==> src/logic/mac_glue_pkg.sv <==
// Shared constants, bus structs and the SDRAM word union
// for the compact Mac glue logic
`default_nettype none

package mac_glue_pkg;

	// ==================================================
	// Counter sizes and hold times
	// ==================================================

	// Reset countdown, runs on the 8 MHz strobe
	localparam int RESET_CNT_W = 16;
	localparam logic [RESET_CNT_W-1:0] RESET_HOLD_COUNT = 16'hffff;

	// Disk light stretch, about 15 ms at the system clock
	localparam int DISK_ACT_CNT_W = 19;
	localparam logic [DISK_ACT_CNT_W-1:0] DISK_ACT_HOLD_CYCLES = 19'd500000;

	// ==================================================
	// Floppy image sizes and download slots
	// ==================================================

	// Image lengths count 16-bit words, not bytes
	localparam logic [23:0] DSK_DS_WORDS = 24'd409600;
	localparam logic [23:0] DSK_SS_WORDS = 24'd204800;

	// Loader index of the internal and external drive
	localparam logic [7:0] DISK_INT_INDEX = 8'd1;
	localparam logic [7:0] DISK_EXT_INDEX = 8'd2;

	// ==================================================
	// CPU bus decode
	// ==================================================

	// Top of the 24-bit address space holds the autovector area
	localparam logic [2:0] IO_SPACE_TOP = 3'b111;
	// Function code of an interrupt acknowledge cycle
	localparam logic [2:0] FC_INT_ACK = 3'b111;
	// ROM and downloaded images live in this SDRAM region
	localparam logic [3:0] SDRAM_ROM_BANK = 4'b0001;

	typedef logic [24:0] sdram_addr_t;
	typedef logic [21:0] mem_addr_t;

	// All sources that may hold the machine in reset
	typedef struct packed {
		logic pll_locked;
		logic osd_reset;
		logic user_button;
		logic ext_reset;
		logic cpu_reset_n;
	} reset_req_t;

	// Settings taken over while the reset counter runs
	typedef struct packed {
		logic       mem_4mb;
		logic [1:0] cpu_type;
		logic       model_se;
	} mac_config_t;

	typedef struct packed {
		logic       as_n;
		logic [2:0] fc;
		logic [2:0] addr_top;
	} cpu_bus_t;

	// Loader request toward the SDRAM port
	typedef struct packed {
		logic [20:0] addr;
		logic [15:0] data;
		logic        write;
	} dio_req_t;

	// SDRAM word, seen whole or as two bytes
	typedef union packed {
		logic [15:0] word;
		struct packed {
			logic [7:0] hi;
			logic [7:0] lo;
		} bytes;
	} sdram_word_u;

	// Image class of one floppy drive
	typedef struct packed {
		logic ds;
		logic ss;
	} disk_state_t;

endpackage

`default_nettype wire

==> src/logic/mac_glue_ctrl.sv <==
// System reset sequencing, configuration latch
// and CPU bus acknowledge generation
`timescale 1ns/10ps
`default_nettype none

module mac_glue_ctrl
	import mac_glue_pkg::*;
(
	input  wire logic        clk_sys,
	input  wire logic        rst_n,
	input  wire logic        clk8_en,
	input  wire reset_req_t  reset_req,
	input  wire mac_config_t status_cfg,
	input  wire logic        turbo,
	input  wire cpu_bus_t    cpu_bus,
	input  wire logic        cpu_bus_control,
	input  wire logic        select_rom,
	input  wire logic        select_ram,
	output logic             n_reset,
	output mac_config_t      cfg,
	output logic             vpa_n,
	output logic             dtack_n
);

	// ==================================================
	// Reset sequencing
	// ==================================================

	logic [RESET_CNT_W-1:0] rst_cnt;
	logic                   req_active;
	logic                   io_space;
	logic                   bus_ctl_d;
	logic                   bus_ctl_rise;
	logic                   turbo_dtack_en;

	// Any one source restarts the countdown
	assign req_active = ~reset_req.pll_locked
		| reset_req.osd_reset
		| reset_req.user_button
		| reset_req.ext_reset
		| ~reset_req.cpu_reset_n;

	always_ff @(posedge clk_sys or negedge rst_n) begin
		if (!rst_n) begin
			rst_cnt <= '1;
			n_reset <= 1'b0;
			cfg     <= '0;
		end else if (clk8_en) begin
			if (req_active) begin
				// Restart the hold and keep the machine down
				rst_cnt <= RESET_HOLD_COUNT;
				n_reset <= 1'b0;
			end else if (rst_cnt != '0) begin
				rst_cnt <= rst_cnt - 1'b1;
				// Settings follow the menu only while held in reset
				cfg     <= status_cfg;
			end else begin
				n_reset <= 1'b1;
			end
		end
	end

	// ==================================================
	// Bus acknowledge
	// ==================================================

	// Autovector and IO area at the top of the map
	assign io_space = (cpu_bus.addr_top == IO_SPACE_TOP);

	// Rising edge of real bus ownership
	assign bus_ctl_rise = cpu_bus_control & ~bus_ctl_d;

	always_ff @(posedge clk_sys or negedge rst_n) begin
		if (!rst_n) begin
			bus_ctl_d      <= 1'b0;
			turbo_dtack_en <= 1'b0;
		end else begin
			bus_ctl_d <= cpu_bus_control;
			if (!n_reset || cpu_bus.as_n) begin
				// Each bus cycle starts without an acknowledge
				turbo_dtack_en <= 1'b0;
			end else if (bus_ctl_rise || (!select_rom && !select_ram)) begin
				// Memory waits for its slot, anything else is acked at once
				turbo_dtack_en <= 1'b1;
			end
		end
	end

	// Interrupt acknowledge always takes the autovector
	always_comb begin
		if (cpu_bus.fc == FC_INT_ACK) begin
			vpa_n = 1'b0;
		end else begin
			vpa_n = ~(~cpu_bus.as_n & io_space);
		end
	end

	// Normal speed acks every memory cycle straight away
	// Turbo additionally waits for the registered enable
	assign dtack_n = ~(~cpu_bus.as_n & ~io_space) | (turbo & ~turbo_dtack_en);

endmodule

`default_nettype wire

==> src/logic/image_loader.sv <==
// Download word latch, SDRAM address mapping and write pacing
// Floppy image size detection per drive
`timescale 1ns/10ps
`default_nettype none

module image_loader
	import mac_glue_pkg::*;
(
	input  wire logic        clk_sys,
	input  wire logic        rst_n,
	input  wire logic        ioctl_wr,
	input  wire logic [24:0] ioctl_addr,
	input  wire logic [15:0] ioctl_data,
	input  wire logic        dio_download,
	input  wire logic [7:0]  dio_index,
	input  wire logic        dio_bus_control,
	input  wire logic [1:0]  disk_eject,
	output dio_req_t         dio_req,
	output logic             ioctl_wait,
	output disk_state_t      disk_int,
	output disk_state_t      disk_ext,
	output logic [1:0]       disk_inserted
);

	logic [23:0] word_addr;
	logic [20:0] dio_addr;
	logic [15:0] dio_data;
	logic        dio_write;
	logic        bus_ctl_d;
	logic        dl_d;
	logic        dl_end;
	disk_state_t img_class;

	// Loader counts bytes, SDRAM counts words
	assign word_addr = ioctl_addr[24:1];

	// ==================================================
	// Download word path
	// ==================================================

	// Each loader write latches the swapped word and its SDRAM address
	always_ff @(posedge clk_sys) begin
		if (ioctl_wr) begin
			// Host sends little endian, the 68k wants big endian
			dio_data <= {ioctl_data[7:0], ioctl_data[15:8]};
			if (dio_index[1:0] != 2'b00) begin
				// Floppy images go above the ROM at 0x80000 / 0x100000
				dio_addr <= {dio_index[1:0], word_addr[18:0]};
			end else begin
				// ROM, index bit 6 picks the upper half
				dio_addr <= {2'b00, dio_index[6], word_addr[17:0]};
			end
		end
	end

	// Wait flag and write strobe
	always_ff @(posedge clk_sys or negedge rst_n) begin
		if (!rst_n) begin
			ioctl_wait <= 1'b0;
			dio_write  <= 1'b0;
			bus_ctl_d  <= 1'b0;
		end else begin
			if (ioctl_wr) begin
				ioctl_wait <= 1'b1;
			end
			bus_ctl_d <= dio_bus_control;
			// Strobe is armed outside the slot so it is stable inside it
			if (!dio_bus_control) begin
				dio_write <= ioctl_wait;
			end
			// Slot has ended with the write done
			if (bus_ctl_d && !dio_bus_control && dio_write) begin
				ioctl_wait <= 1'b0;
			end
		end
	end

	assign dio_req = '{addr: dio_addr, data: dio_data, write: dio_write};

	// ==================================================
	// Floppy image detection
	// ==================================================

	assign dl_end = dl_d & ~dio_download;

	// Length of the finished download decides the disk type
	assign img_class.ds = (word_addr == DSK_DS_WORDS);
	assign img_class.ss = (word_addr == DSK_SS_WORDS);

	always_ff @(posedge clk_sys or negedge rst_n) begin
		if (!rst_n) begin
			dl_d     <= 1'b0;
			disk_int <= '0;
			disk_ext <= '0;
		end else begin
			dl_d <= dio_download;
			if (dl_end && dio_index == DISK_INT_INDEX) begin
				disk_int <= img_class;
			end
			if (dl_end && dio_index == DISK_EXT_INDEX) begin
				disk_ext <= img_class;
			end
			// Guest eject wins over a download ending
			if (disk_eject[0]) begin
				disk_int <= '0;
			end
			if (disk_eject[1]) begin
				disk_ext <= '0;
			end
		end
	end

	// Any known image counts as inserted
	assign disk_inserted = {disk_ext.ds | disk_ext.ss, disk_int.ds | disk_int.ss};

endmodule

`default_nettype wire

==> src/logic/sdram_port_mux.sv <==
// SDRAM request source select and region mapping
// Read data formatting toward the CPU
`timescale 1ns/10ps
`default_nettype none

module sdram_port_mux
	import mac_glue_pkg::*;
(
	input  wire logic        dio_download,
	input  wire logic        dio_bus_control,
	input  wire dio_req_t    dio_req,
	input  wire logic        model_se,
	input  wire mem_addr_t   mem_addr,
	input  wire logic        rom_oe_n,
	input  wire logic        ram_oe_n,
	input  wire logic        ram_we_n,
	input  wire logic        mem_uds_n,
	input  wire logic        mem_lds_n,
	input  wire logic [15:0] mem_data_out,
	input  wire logic        disk_ack_int,
	input  wire logic        disk_ack_ext,
	input  wire sdram_word_u sdram_out,
	output sdram_addr_t      sdram_addr,
	output logic [15:0]      sdram_din,
	output logic [1:0]       sdram_ds,
	output logic             sdram_we,
	output logic             sdram_oe,
	output logic [15:0]      cpu_mem_data
);

	logic        download_cycle;
	logic        disk_ack;
	sdram_word_u disk_word;

	// Loader owns the port in its own slot only
	assign download_cycle = dio_download & dio_bus_control;
	assign disk_ack       = disk_ack_int | disk_ack_ext;

	// ==================================================
	// Request select, download first then ROM then RAM
	// ==================================================
	always_comb begin
		if (download_cycle) begin
			sdram_addr = {SDRAM_ROM_BANK, dio_req.addr};
			sdram_din  = dio_req.data;
			sdram_ds   = 2'b11;
			sdram_we   = dio_req.write;
			sdram_oe   = 1'b0;
		end else begin
			if (!rom_oe_n) begin
				// Plus and SE ROMs sit side by side in the bank
				sdram_addr = {SDRAM_ROM_BANK, 2'b00, model_se, mem_addr[18:1]};
			end else begin
				// Disk reads land in the image area above RAM
				sdram_addr = {3'b000, disk_ack, mem_addr[21:1]};
			end
			sdram_din = mem_data_out;
			sdram_ds  = {~mem_uds_n, ~mem_lds_n};
			sdram_we  = ~ram_we_n;
			sdram_oe  = ~ram_oe_n | ~rom_oe_n | disk_ack;
		end
	end

	// Disk images are byte wide, odd address takes the low byte
	assign disk_word.bytes.hi = mem_addr[0] ? sdram_out.bytes.lo : sdram_out.bytes.hi;
	assign disk_word.bytes.lo = mem_addr[0] ? sdram_out.bytes.lo : sdram_out.bytes.hi;

	// Black screen during a download, all ones on the bus
	assign cpu_mem_data = download_cycle ? 16'hffff
		: disk_ack ? disk_word.word
		: sdram_out.word;

endmodule

`default_nettype wire

==> src/logic/disk_activity_led.sv <==
// Disk access pulse stretcher and user LED
`timescale 1ns/10ps
`default_nettype none

module disk_activity_led
	import mac_glue_pkg::*;
(
	input  wire logic       clk_sys,
	input  wire logic       rst_n,
	input  wire logic [1:0] disk_act,
	input  wire logic [1:0] disk_motor,
	input  wire logic       dio_download,
	output logic            led_user
);

	logic [DISK_ACT_CNT_W-1:0] hold_cnt;
	logic                      activity;

	// Each access restarts the hold time
	always_ff @(posedge clk_sys or negedge rst_n) begin
		if (!rst_n) begin
			hold_cnt <= '0;
		end else if (|disk_act) begin
			hold_cnt <= DISK_ACT_HOLD_CYCLES;
		end else if (hold_cnt != '0) begin
			hold_cnt <= hold_cnt - 1'b1;
		end
	end

	assign activity = (hold_cnt != '0);

	// Access blinks the light against the motor state
	// downloads keep it lit
	assign led_user = dio_download | (activity ^ (|disk_motor));

endmodule

`default_nettype wire

==> src/logic/mac_glue_top.sv <==
// Top level of the Mac glue logic
// Reset and acknowledge control, image loader, SDRAM port mux, disk LED
`timescale 1ns/10ps
`default_nettype none

module mac_glue_top
	import mac_glue_pkg::*;
(
	input  wire logic        clk_sys,
	input  wire logic        rst_n,
	// Reset and configuration
	input  wire reset_req_t  reset_req,
	input  wire mac_config_t status_cfg,
	input  wire logic        turbo,
	input  wire logic        clk8_en,
	// CPU and address controller
	input  wire cpu_bus_t    cpu_bus,
	input  wire logic        cpu_bus_control,
	input  wire logic        select_rom,
	input  wire logic        select_ram,
	// Image download
	input  wire logic        ioctl_wr,
	input  wire logic [24:0] ioctl_addr,
	input  wire logic [15:0] ioctl_data,
	input  wire logic        dio_download,
	input  wire logic [7:0]  dio_index,
	input  wire logic        dio_bus_control,
	// Floppy drives
	input  wire logic [1:0]  disk_eject,
	input  wire logic [1:0]  disk_motor,
	input  wire logic [1:0]  disk_act,
	// Memory side
	input  wire mem_addr_t   mem_addr,
	input  wire logic        rom_oe_n,
	input  wire logic        ram_oe_n,
	input  wire logic        ram_we_n,
	input  wire logic        mem_uds_n,
	input  wire logic        mem_lds_n,
	input  wire logic [15:0] mem_data_out,
	input  wire logic        disk_ack_int,
	input  wire logic        disk_ack_ext,
	input  wire sdram_word_u sdram_out,
	output logic             n_reset,
	output mac_config_t      cfg,
	output logic             vpa_n,
	output logic             dtack_n,
	output logic             ioctl_wait,
	output disk_state_t      disk_int,
	output disk_state_t      disk_ext,
	output logic [1:0]       disk_inserted,
	output sdram_addr_t      sdram_addr,
	output logic [15:0]      sdram_din,
	output logic [1:0]       sdram_ds,
	output logic             sdram_we,
	output logic             sdram_oe,
	output logic [15:0]      cpu_mem_data,
	output logic             led_user
);

	// Loader request into the SDRAM port
	dio_req_t dio_req;

	mac_glue_ctrl i_ctrl (
		.clk_sys, .rst_n, .clk8_en, .reset_req, .status_cfg, .turbo,
		.cpu_bus, .cpu_bus_control, .select_rom, .select_ram,
		.n_reset, .cfg, .vpa_n, .dtack_n
	);

	image_loader i_loader (
		.clk_sys, .rst_n, .ioctl_wr, .ioctl_addr, .ioctl_data,
		.dio_download, .dio_index, .dio_bus_control, .disk_eject,
		.dio_req, .ioctl_wait, .disk_int, .disk_ext, .disk_inserted
	);

	// ROM half is picked by the latched model switch
	sdram_port_mux i_mux (
		.dio_download, .dio_bus_control, .dio_req, .model_se(cfg.model_se),
		.mem_addr, .rom_oe_n, .ram_oe_n, .ram_we_n, .mem_uds_n, .mem_lds_n,
		.mem_data_out, .disk_ack_int, .disk_ack_ext, .sdram_out,
		.sdram_addr, .sdram_din, .sdram_ds, .sdram_we, .sdram_oe, .cpu_mem_data
	);

	disk_activity_led i_led (
		.clk_sys, .rst_n, .disk_act, .disk_motor, .dio_download, .led_user
	);

endmodule

`default_nettype wire

==> config.mk <==
export PLATFORM = sky130hd
export DESIGN_NAME = mac_glue_top
export DESIGN_NICKNAME = d
export VERILOG_FILES = /design/src/logic/mac_glue_pkg.sv /design/src/logic/mac_glue_ctrl.sv /design/src/logic/image_loader.sv /design/src/logic/sdram_port_mux.sv /design/src/logic/disk_activity_led.sv /design/src/logic/mac_glue_top.sv
export SDC_FILE = /design/constraint.sdc
export NUM_CORES = 1
export LEC_CHECK = 0
export BUFFER_PORTS_ARGS = -buffer_cell sky130_fd_sc_hd__buf_2
export CORE_MARGIN = 2
export CORE_UTILIZATION = 47
export CTS_CLUSTER_SIZE = 16
export DETAILED_ROUTE_END_ITERATION = 8
export GPL_TIMING_DRIVEN = 0
export PLACE_DENSITY = 0.77
export REMOVE_ABC_BUFFERS = 1
export SLEW_MARGIN = 20
export SYNTH_ARGS = -nofsm -noshare
export SYNTH_HDL_FRONTEND = slang
export SYNTH_SLANG_ARGS = --single-unit
==> constraint.sdc <==
create_clock -name clk_sys -period 2.3 [get_ports clk_sys]
set_input_delay 0.23 -clock clk_sys [delete_from_list [all_inputs] [get_ports clk_sys]]
set_output_delay 0.23 -clock clk_sys [all_outputs]
set_load 0.005 [all_outputs]
After elaboration in Yosys (flattened, before gate mapping) --
Cells that the tools add are included.
Word-level totals: logic and storage cells 111, bits of input ports 142, bits in registers 87
Cells by class: equal/unequal tests 7, bitwise logic cells 33, reduce and logical (&&, ||, !) cells 25, mux-type cells 25, add/sub/neg operators 2
Operators with widths (count):
- two-way mux 16 bit | 5
- two-way mux 19 bit | 3
- two-way mux 25 bit | 1
- equality test 24 x 18 -> 1 bit (second input constant) | 1
- equality test 24 x 19 -> 1 bit (second input constant) | 1
- two-way mux 22 bit | 1
- nonzero test 19 bit | 1
- subtractor 19 x 1 -> 19 bit (second input constant) | 1
- nonzero test 16 bit | 1
- subtractor 16 x 1 -> 16 bit (second input constant) | 1
- inverter 1 bit | 15
- nonzero test 2 bit | 7
- bitwise OR 1 bit | 11
- two-way mux 2 bit | 5
- two-way mux 1 bit | 9
- equality test 8 x 1 -> 1 bit (second input constant) | 1
- equality test 8 x 2 -> 1 bit (second input constant) | 1
- two-way mux 8 bit | 1
- AND 1 bit | 6
- equality test 3 bit (second input constant) | 2
- logical AND 1 bit | 5
- logical NOT 1 bit | 4
- AND reduction 2 bit | 2
- OR reduction 2 bit | 2
- other kinds (4) | 5

Depth between registers and ports, before layout --
Gate-level depths: netlist (run 1).
depth after elaboration 7, depth in mapped cells 7, gate-level depth less buffers 6

Hierarchy --
Synthesis (run 1) repeated with hierarchy kept, for this count alone.
Unflattened totals: cells, all modules 424, area total of the unflattened synthesis 4888.4 um^2
By module, submodules not included:
- image_loader | cells an instance 81, area each 1626.6 um^2, instances 1
- mac_glue_ctrl | cells an instance 125, area each 1247.4 um^2, instances 1
- disk_activity_led | cells an instance 119, area each 1121.1 um^2, instances 1
- sdram_port_mux | cells an instance 99, area each 893.4 um^2, instances 1

Least setup slack after synthesis (run 1) --
No wires, ideal clock.
kind reg-to-output, start register i_led.hold_cnt[0], end output port led_user, data arrival time 1.837 ns, cell stages (with the launch flop) 7, setup slack 0.233 ns, required time 2.070 ns, path through dfrtp_1 inv_1 ha_1 nor4b_2 nand4_1 o21a_1 or3_1
Between the ends: cells in the longest elaborated chain, start to end 3
Ends and longest elaborated chain:
- from (decl) | line disk_activity_led.sv:16 | logic [DISK_ACT_CNT_W-1:0] hold_cnt;
- from (signal assigned) | line disk_activity_led.sv:26 | hold_cnt <= hold_cnt - 1'b1;
- nonzero test 19 bit | line disk_activity_led.sv:30 | assign activity = (hold_cnt != '0);
- bitwise XOR 1 bit | line disk_activity_led.sv:34 | assign led_user = dio_download | (activity ^ (|disk_motor));
- bitwise OR 1 bit | line disk_activity_led.sv:34
- to (decl) | line mac_glue_top.sv:57 | output logic led_user
Every way passes these cells.

Final worst setup path (run 1) --
start register i_led.hold_cnt[12], end output port led_user
The elaborated chain is that of the path after synthesis.

==> results_dict.tcl, run 1 <==
set metrics [dict create \
    fill_cells 798 \
    synth_cell_types 65 \
    setup_viol 1 \
    clk_path_buf_depth 2 \
    htreeDepth 3 \
    start_util_pct 48.6 \
    slew-limit-headroom_pct 44.9 \
    worst_pin_slew_ns 0.827 \
    grtUsageTotal_pct 25.2 \
    timing.final.crit_period_ns 2.35 \
    worstSetupEndpointType "primary output" \
    clock_sink_count 87 \
    ys_seq_area_share_pct 50.1 \
    p_leak_uw 0.00272 \
    path_clk_slew_ns 0.10 \
    hold_viol_final 0 \
    crit_buf_inv 1 \
    hold_ws_ns 0.0232 \
    cts_buffers 9 \
    fmax_mhz 426 \
    cts_root_buf "clkbuf_8" \
    detailed_place_hpwl_mm 10.5 \
    worstPathMaxFanout 4 \
    dieHeight_um 105 \
    clkLatencyLatePin_ns 0.37 \
    maxCapViolCount 0 \
    cp.arrival_ns 2.12 \
    grt_pass1_wl_mm 22.2 \
    crit_slowest_cell "dfrtp_1" \
    m1WireLength_mm 5.53 \
    rows 36 \
    synthTopCellsByArea "edfxtp_1 23%, dfrtp_1 18%, mux2_2 9.5%" \
    dp_worst_setup_slack_ns -0.300 \
    post-route-period-util_pct 102 \
    ys_ff_latch 87 \
    yosys.area.top_type "edfxtp_1" \
    gp_congestion 0.879 \
    async_flop_share_pct 57.5 \
    netlist_area_sq_mm 0.00475 \
    cp.required_ns 2.07 \
    wl_met3_mm 1.01 \
    syn_to_final_growth_pct 32.7 \
    synthCells 448 \
    avgRoutedWirePerCell_um 17.4 \
    via_per_inst 5.61 \
    grt_setup_unrepaired "true" \
    status "finished, violations left" \
    nets 816 \
    holdCritPathClass "in2reg" \
    route.detailed.drc 0 \
    dr_total_vias 4535 \
    finalSetupTns_ns -0.0482 \
    ys_warn_count 0 \
    grt_start_max_net_pins 51 \
    worst-setup-path-type "reg2out" \
    final_common_cell "buf_2" \
    drtIter0Drc 376 \
    port_buffers 213 \
    crit_path_cell_trace "nor4_4 -> nand4_1 -> o21a_1 -> or3_1 -> buf_2" \
    synth_edf_count 37 \
    crit_path_start_kind "register" \
    crit_family "simple AND/OR/NAND/NOR gates" \
    max-vdd-ir-drop_mv 0.345 \
    coreArea_sq_mm 0.00977 \
    avgSynthCellArea_sq_um 10.6 \
    finish.utilization_pct 64.6 \
    yosys.area.top_type_share_pct 23.4 \
    power_density_mw_per_mm2 540 \
    mostFrequentLayoutCells "212 x buf_2, 56 x nand2_1, 40 x mux2_2" \
    violations "setup timing" \
    route.met2.wl_mm 7.11 \
    overflow 0 \
    r2r_cells 7 \
    antenna_cells 0 \
    finalMaxSlewViolations 0 \
    drt_pass1_iterations 5 \
    max_stage_delay_ns 0.44 \
    io_pins 218 \
    antenna_found_initial 0 \
    cp_num_cells 5 \
    final.setup.worst_slack_ns -0.0482 \
    layout-drive-gt1-share_pct 48.7 \
    cts_tree "yes" \
    detail-route-antenna-nets 0 \
    wl_mm 14.1 \
    hold_depth 1 \
    synth_flop_cell "edfxtp_1" \
    top_layer_used "met4" \
    grt_pass1_vias 4280 \
    die-area_sq_mm 0.0109 \
    die_w_um 105 \
    fin_skew_ns 0.00985 \
]
repair_timing:
action / 4_1_cts / 5_1_grt
pin swaps: 1 / 7
resized for setup: 9 / 6
setup endpoints to repair: 5 / 6
hold endpoints to repair: 1 / 34
hold buffers: 1 / 1
setup buffers: 5 / 9
power by group:
part | leakage [uW] | switching, uW | internal, uW
clock | 0.0000991 | 638 | 426
combinational | 0.00167 | 279 | 304
sequential | 0.000946 | 45.8 | 1710
synthesized netlist by cell type, drive strengths merged, types with 12 or more instances:
cell type  instances
a21oi             14
nor2              26
or4               14
nand2             56
mux2              40
dfrtp             34
nor4              15
nand3             32
or3               12
dfstp             16
edfxtp            37
area by class of cell:
type | instances | area [sq um] | area share, %
repair buffers | 230 | 1210 | 19.2
well taps | 133 | 166 | 2.64
clock inverters | 7 | 66.3 | 1.05
multi-input cells | 332 | 2310 | 36.7
inverters | 11 | 41.3 | 0.654
clock buffers | 9 | 124 | 1.96
flip-flops and latches | 87 | 2380 | 37.8
final timing paths:
path | from | endpoint | slack [ns]
worst min register to register | i_ctrl.cfg[1]$_DFFE_PN0P_ | i_ctrl.cfg[1]$_DFFE_PN0P_ | 0.53
worst min-delay path | ioctl_data[3] | i_loader.dio_data[11]$_DFFE_PP_ | 0.02
worst max-delay path | i_led.hold_cnt[12]$_DFFE_PN0P_ | led_user | -0.05
max in group asynchronous | rst_n | i_led.hold_cnt[9]$_DFFE_PN0P_ | 1.36
min in group asynchronous | rst_n | i_ctrl.cfg[3]$_DFFE_PN0P_ | 0.45
worst max register to register | i_led.hold_cnt[1]$_DFFE_PN0P_ | i_led.hold_cnt[3]$_DFFE_PN0P_ | 0.10
logic make-up (layout without fill, tap and decap cells):
group           count (synthesis)  count (layout)  share of synthesized area, %
simple gates                  209             209                          24.9
fa+ha+maj                       3               3                         0.790
flops                          87              87                          50.1
buf+inv                        31             257                          2.90
other cells                     1               3                        0.0789
mux                            49              49                          11.4
compound gates                 68              68                          9.87
layer usage:
metal,global-route usage (%),vias to the layer above
met5,0,-
met4,9.56,0
met3,4.68,33
met2,43.5,206
met1,31.5,2147
li1,-,2149
worst reg2reg max path, stage by stage (launching register included):
cell and delay, ns:
dfrtp_1 0.41, inv_2 0.08, ha_4 0.15, buf_4 0.12
or4b_1 0.53, nor4_4 0.37, a2111oi_0 0.23, mux2i_1 0.19
state kept, by name, summed over array words and instances, names as in the netlist:
signal and flops:
i_led.hold_cnt 19, i_loader.dio_write 1, i_ctrl.cfg 4, i_ctrl.n_reset 1
i_ctrl.turbo_dtack_en 1, i_loader.bus_ctl_d 1, i_loader.dl_d 1, i_loader.disk_ext 2
i_ctrl.bus_ctl_d 1, i_loader.disk_int 2, i_ctrl.rst_cnt 16, i_loader.ioctl_wait 1
i_loader.dio_addr 21, i_loader.dio_data 16
through the flow:
step	total power [uW]	std cells	cell area (sq um)
global route	3560	809	6310
finish	3410	809	6310
floorplan	2000	430	4660
global placement	2310	776	5900
detailed placement	2340	777	5920
CTS	3410	799	6210
No activity file was read; power rests on OpenSTA's default activity.
==> run 2, diff against run 1 <==
--- a/config.mk
+++ b/config.mk
@@ -5,13 +5,13 @@
 export SDC_FILE = /design/constraint.sdc
 export NUM_CORES = 1
 export LEC_CHECK = 0
+export ABC_AREA = 1
 export BUFFER_PORTS_ARGS = -buffer_cell sky130_fd_sc_hd__buf_2
 export CORE_MARGIN = 2
-export CORE_UTILIZATION = 47
+export CORE_UTILIZATION = 48
 export CTS_CLUSTER_SIZE = 16
 export DETAILED_ROUTE_END_ITERATION = 8
-export GPL_TIMING_DRIVEN = 0
-export PLACE_DENSITY = 0.77
+export PLACE_DENSITY = 0.78
 export REMOVE_ABC_BUFFERS = 1
 export SLEW_MARGIN = 20
 export SYNTH_ARGS = -nofsm -noshare
==> results_dict.tcl, run 2 <==
set metrics [dict create \
    clock_sink_count 87 \
    cp.required_ns 2.07 \
    max-vdd-ir-drop_mv 0.326 \
    worst-setup-path-type "reg2out" \
    wl_mm 13.6 \
    muxShareOfSynthArea_pct 0 \
    r2r-end "i_led.hold_cnt[1]$_DFFE_PN0P_" \
    synthCells 707 \
    worst_pin_slew_ns 0.828 \
    fin_skew_ns 0.0114 \
    synth_most_common_cell "nand2_1" \
    crit_path_start_kind "register" \
    reg2reg_slack_ns 0.45 \
    antenna_found_initial 1 \
    pwr-share-comb_pct 18.8 \
    regMostFlops "i_loader.dio_addr" \
    nets 1067 \
    synth_edf_count 37 \
    yosys-top-cells-count "288 x nand2_1, 84 x nor2_1, 73 x inv_1, 50 x nand3_1, 37 x edfxtp_1" \
    drt_pass1_iterations 5 \
    post-route-period-util_pct 92.2 \
    dieHeight_um 107 \
    synth_top_family_by_area "simple AND/OR/NAND/NOR gates" \
    syn_to_final_growth_pct 27.6 \
    maxCapViolCount 0 \
    die-area_sq_mm 0.0114 \
    async_flop_share_pct 57.5 \
    instances_no_fill 1064 \
    clockPowerShare_pct 28.4 \
    mostFrequentLayoutCells "288 x nand2_1, 213 x buf_2, 84 x nor2_1" \
    yosys.area.top_type "edfxtp_1" \
    avgSynthCellArea_sq_um 7.18 \
    layout-drive-gt1-share_pct 30.2 \
    r2r_cells 9 \
    status "complete, no violations" \
    fill_cells 979 \
    yosys.area.top_type_share_pct 21.9 \
    detail-route-antenna-nets 0 \
    final_common_cell "nand2_1" \
    synth_cell_types 37 \
    cts_buffers 9 \
    worstPathMaxFanout 6 \
    p_leak_uw 0.00342 \
    grt_start_max_net_pins 40 \
    gp_congestion 0.944 \
    finalSetupTns_ns 0 \
    hold_depth 1 \
    synthTopCellsByArea "edfxtp_1 22%, nand2_1 21%, dfrtp_1 17%" \
    worstSetupEndpointType "primary output" \
    hold_end "i_loader.bus_ctl_d$_DFF_PN0_" \
    cts_root_buf "clkbuf_8" \
    synthAdderAreaFrac_pct 0.739 \
    via_per_inst 4.85 \
    drtIter0Drc 373 \
    dr_total_vias 5156 \
    setup_viol 0 \
    netlist_area_sq_mm 0.00508 \
    start_util_pct 49.4 \
    route.detailed.drc 0 \
    ys_seq_area_share_pct 46.9 \
    seq_area_sq_mm 0.00238 \
    rows 37 \
    cp.arrival_ns 1.89 \
    ys_warn_count 0 \
    path_clk_slew_ns 0.09 \
    p_sw_uw 1010 \
    port_buffers 213 \
    largest_register_ffs 21 \
    fmax_mhz 472 \
    io_pins 218 \
    slew-limit-headroom_pct 44.8 \
    power_density_mw_per_mm2 532 \
    synth_xor_area_share_pct 0.518 \
    grt_pass1_vias 4648 \
    clk_path_buf_depth 2 \
    dp_cells 1043 \
    cts_tree "yes" \
    htreeDepth 3 \
    holdCritPathClass "in2reg" \
    detailed_place_hpwl_mm 10.5 \
    synth_flop_cell "edfxtp_1" \
    ys_ff_latch 87 \
    grt_pass1_wl_mm 21.4 \
    die_w_um 107 \
    coreArea_sq_mm 0.0103 \
    clkLatencyLatePin_ns 0.35 \
    worstSetupStartpoint "i_led.hold_cnt[0]$_DFFE_PN0P_" \
    avgRoutedWirePerCell_um 12.8 \
    min_from "dio_bus_control" \
    overflow 0 \
    grtUsageTotal_pct 23.6 \
    yosys.area_share.simple_pct 37.8 \
    crit-reg2reg-launch "i_led.hold_cnt[0]$_DFFE_PN0P_" \
    finalMaxSlewViolations 0 \
    timing.final.crit_period_ns 2.12 \
    hold_viol_final 0 \
    switching_share_pct 29.2 \
    seqPwrFrac_pct 52.8 \
    multiInputGateArea_sq_mm 0.00230 \
    internal_power_uw 2440 \
    synth_compound_area_share_pct 5.87 \
    reg_top3 "i_loader.dio_addr: 21 flops, i_led.hold_cnt: 19 flops" \
    grt_setup_unrepaired "false" \
]
==> run 2: cell count changes after synthesis, moves of 13 or more <==
| cell | change |
|---|---|
| nor2_1 | +58 |
| mux2_2 | -40 |
| nand2_1 | +232 |
| or4_1 | -13 |
| nand3_1 | +18 |
| inv_1 | +62 |
| o21ai_0 | +24 |
==> run 2: how the worst max path moves through the flow <==
stage | cells past startpoint | endpoint
after floorplan | 4 | cpu_mem_data[10]
after global placement | 9 | led_user
after detailed placement | 9 | led_user
after CTS | 9 | led_user
after global routing | 9 | led_user
final | 9 | led_user
==> run 2: layout make-up <==
| type | instances | area share, % |
|---|---|---|
| flip-flops and latches | 87 | 36.8 |
| multi-input cells | 525 | 35.5 |
| repair buffers | 225 | 17.9 |
| inverters | 74 | 4.33 |
| well taps | 136 | 2.63 |
| clock buffers | 9 | 1.91 |
| clock inverters | 7 | 0.850 |
| diodes | 1 | 0.0386 |
==> run 2: what timing repair did <==
item,CTS,global route
endpoints found under the setup margin,1,1
setup buffers,2,0
endpoints found under the hold margin,8,0
pin swaps,1,0
gates resized for setup,1,1
hold buffers,2,0
==> run 2: routing by layer <==
metal	share of wire [%]	vias to the layer above	global-route usage, %
met5	0	-	0
met2	49	181	40.6
met3	7.0	24	3.95
met4	2.3	0	8.16
met1	42	2302	30.2
li1	-	2649	-
==> run 2: kinds of logic (layout without fill, tap and decap cells) <==
kind of cell,count (synthesis),count (layout)
compound gates,55,55
xor+xnor,3,3
fa+ha+maj,3,3
buf+inv,97,315
flops,87,87
other cells,1,4
simple gates,461,461
==> run 2: per-stage QoR <==
stage	setup slack, ns	instance area, sq um	hold WS [ns]	utilization (%)	power [uW]
after CTS	0.134	6470	0.0220	62.9	3470
after floorplan	0.0922	4960	-0.0656	-	2140
after global placement	0.401	6250	0.227	60.8	2480
after global routing	0.0176	6480	0.0285	63.0	3660
final	0.180	6480	0.0384	63.0	3450
after detailed placement	0.364	6250	0.219	60.8	2490
==> run 2: worst max-delay path: stages (launching register included) <==
cell and delay [ns]:
dfrtp_1 0.41, inv_1 0.15, ha_2 0.25, nand2_1 0.13, nor2_4 0.18, nand3_4 0.10, inv_1 0.08, nand2_1 0.05
nand3b_1 0.07, buf_2 0.11
==> run 2: power groups by stage <==
| stage | registers (uW) | clock network [uW] | logic [uW] |
|---|---|---|---|
| 2_1_floorplan | 1830 | 0 | 303 |
| 3_3_place_gp | 1850 | 0 | 632 |
| 3_5_place_dp | 1850 | 0 | 644 |
| 4_1_cts | 1820 | 1010 | 650 |
| 5_1_grt | 1830 | 1100 | 732 |
| 6_report | 1820 | 980 | 648 |
==> run 3, diff against run 2 <==
--- a/config.mk
+++ b/config.mk
@@ -5,13 +5,12 @@
 export SDC_FILE = /design/constraint.sdc
 export NUM_CORES = 1
 export LEC_CHECK = 0
-export ABC_AREA = 1
 export BUFFER_PORTS_ARGS = -buffer_cell sky130_fd_sc_hd__buf_2
 export CORE_MARGIN = 2
-export CORE_UTILIZATION = 48
+export CORE_UTILIZATION = 47
 export CTS_CLUSTER_SIZE = 16
 export DETAILED_ROUTE_END_ITERATION = 8
-export PLACE_DENSITY = 0.78
+export PLACE_DENSITY = 0.77
 export REMOVE_ABC_BUFFERS = 1
 export SLEW_MARGIN = 20
 export SYNTH_ARGS = -nofsm -noshare
==> results_dict.tcl, run 3 (synthesis gave the netlist of run 1 again) <==
set metrics [dict create \
    status "complete, no violations" \
    detailed_place_hpwl_mm 10.6 \
    crit_slowest_cell "dfrtp_1" \
    htreeDepth 3 \
    worst_pin_slew_ns 0.841 \
    detail-route-antenna-nets 0 \
    dr_total_vias 4546 \
    holdCritPathClass "in2reg" \
    regMostFlops "i_loader.dio_addr" \
    hold_ws_ns 0.0223 \
    layout-drive-gt1-share_pct 48.9 \
    post-route-period-util_pct 98.0 \
    worst-setup-path-type "reg2out" \
    cts_root_buf "clkbuf_8" \
    mostFrequentLayoutCells "213 x buf_2, 56 x nand2_1, 40 x mux2_2" \
    nets 823 \
    final.setup.worst_slack_ns 0.0456 \
    io_pins 218 \
    crit_path_cell_trace "inv_2 -> ha_4 -> nor4b_4 -> nand4_1 -> o21a_1 -> or3_1 -> buf_2" \
    antenna_found_initial 1 \
    dieHeight_um 105 \
    clock_sink_count 87 \
    power_uw 3550 \
    cp.required_ns 2.07 \
    finalMaxSlewViolations 0 \
    clk_path_buf_depth 2 \
    finish.utilization_pct 65.1 \
    avgRoutedWirePerCell_um 16.9 \
    grt_start_max_net_pins 40 \
    slew-limit-headroom_pct 43.9 \
    setup_viol 0 \
    max-vdd-ir-drop_mv 0.373 \
    grt_pass1_vias 4455 \
    wl_mm 13.8 \
    timing.final.crit_period_ns 2.25 \
    gp_congestion 0.885 \
    max_stage_delay_ns 0.42 \
    start_util_pct 48.6 \
    rows 36 \
    fin_skew_ns 0.00894 \
    route.detailed.drc 0 \
    reg_top3 "i_loader.dio_addr: 21 flops, i_led.hold_cnt: 19 flops" \
    coreArea_sq_mm 0.00977 \
    crit_path_start_kind "register" \
    largest_register_ffs 21 \
    placed_area_sq_mm 0.00602 \
    clkLatencyLatePin_ns 0.36 \
    worstSetupEndpointType "primary output" \
    path_clk_slew_ns 0.09 \
    cp.arrival_ns 2.02 \
    power_density_mw_per_mm2 558 \
    overflow 0 \
    die-area_sq_mm 0.0109 \
    fin_area_sq_mm 0.00636 \
    p_leak_uw 0.00277 \
    dp_worst_setup_slack_ns 0.163 \
    grt_setup_unrepaired "true" \
    grtUsageTotal_pct 24.8 \
    cts_buffers 9 \
    fill_cells 784 \
    maxCapViolCount 0 \
    cts_tree "yes" \
    crit_family "simple AND/OR/NAND/NOR gates" \
    port_buffers 213 \
    grt_pass1_wl_mm 21.7 \
    fmax_mhz 444 \
    worstPathMaxFanout 3 \
    hold_viol_final 0 \
    crit_buf_inv 2 \
    die_w_um 105 \
    final_common_cell "buf_2" \
    via_per_inst 5.56 \
    syn_to_final_growth_pct 33.8 \
    drtIter0Drc 259 \
    drt_pass1_iterations 5 \
]
## run 3: changes by cell type in the layout (fill, tap and decap cells not counted), moves of 18 or more
| cell | before | now |
|---|---|---|
| nand2_1 | 288 | 56 |
| nor2_1 | 84 | 26 |
| mux2_2 | 0 | 40 |
| nand3_1 | 50 | 32 |
| inv_1 | 73 | 9 |
| o21ai_0 | 33 | 9 |
## run 3: power by group
group | leakage [uW] | internal [uW] | switching, uW | total (uW)
Sequential | 0.000946 | 1720 | 43.1 | 1760
Combinational | 0.00170 | 304 | 278 | 581
Clock | 0.000116 | 627 | 581 | 1210
Total | 0.00277 | 2650 | 902 | 3550
## run 3: area by class of cell
| class | instances | area, sq um | area share [%] |
|---|---|---|---|
| clock buffer | 9 | 124 | 1.95 |
| sequential | 87 | 2380 | 37.5 |
| antenna | 1 | 2.50 | 0.0394 |
| multi-input combinational | 332 | 2270 | 35.8 |
| tap | 133 | 166 | 2.62 |
| clock inverter | 7 | 103 | 1.61 |
| timing repair buffer | 237 | 1260 | 19.9 |
| inverter | 11 | 41.3 | 0.649 |
## run 3: path summary, 6_finish.rpt
kind	startpoint	to	cells past startpoint	slack, ns
worst max register to register	i_ctrl.rst_cnt[0]$_DFFE_PN1P_	i_ctrl.rst_cnt[14]$_DFFE_PN1P_	6	0.13
worst max-delay path	i_led.hold_cnt[1]$_DFFE_PN0P_	led_user	7	0.05
worst min-delay path	dio_bus_control	i_loader.bus_ctl_d$_DFF_PN0_	1	0.02
max in group asynchronous	rst_n	i_loader.ioctl_wait$_DFFE_PN0P_	3	1.21
worst min register to register	i_ctrl.cfg[3]$_DFFE_PN0P_	i_ctrl.cfg[3]$_DFFE_PN0P_	1	0.51
min in group asynchronous	rst_n	i_led.hold_cnt[18]$_DFFE_PN0P_	2	0.47
## run 3: what timing repair did
item | CTS | global route
pin swaps | 3 | 1
gates cloned | 0 | 0
endpoints found under the hold margin | 14 | 0
endpoints found under the setup margin | 1 | 1
gates resized for setup | 5 | 4
hold buffers | 2 | 0
setup buffers | 4 | 4
## run 3: layer usage
metal,track usage [%],wire (um),up-vias
met2,43.2,7040,188
met5,0,0,-
met3,4.62,928,32
met4,10.7,421,0
li1,-,-,2155
met1,30.1,5380,2171
## run 3: per-stage QoR
stage	cells	TNS, ns
after floorplan	430	0
after global placement	790	0
after detailed placement	790	0
after CTS	812	0
after global routing	817	-0.0424
final	817	0
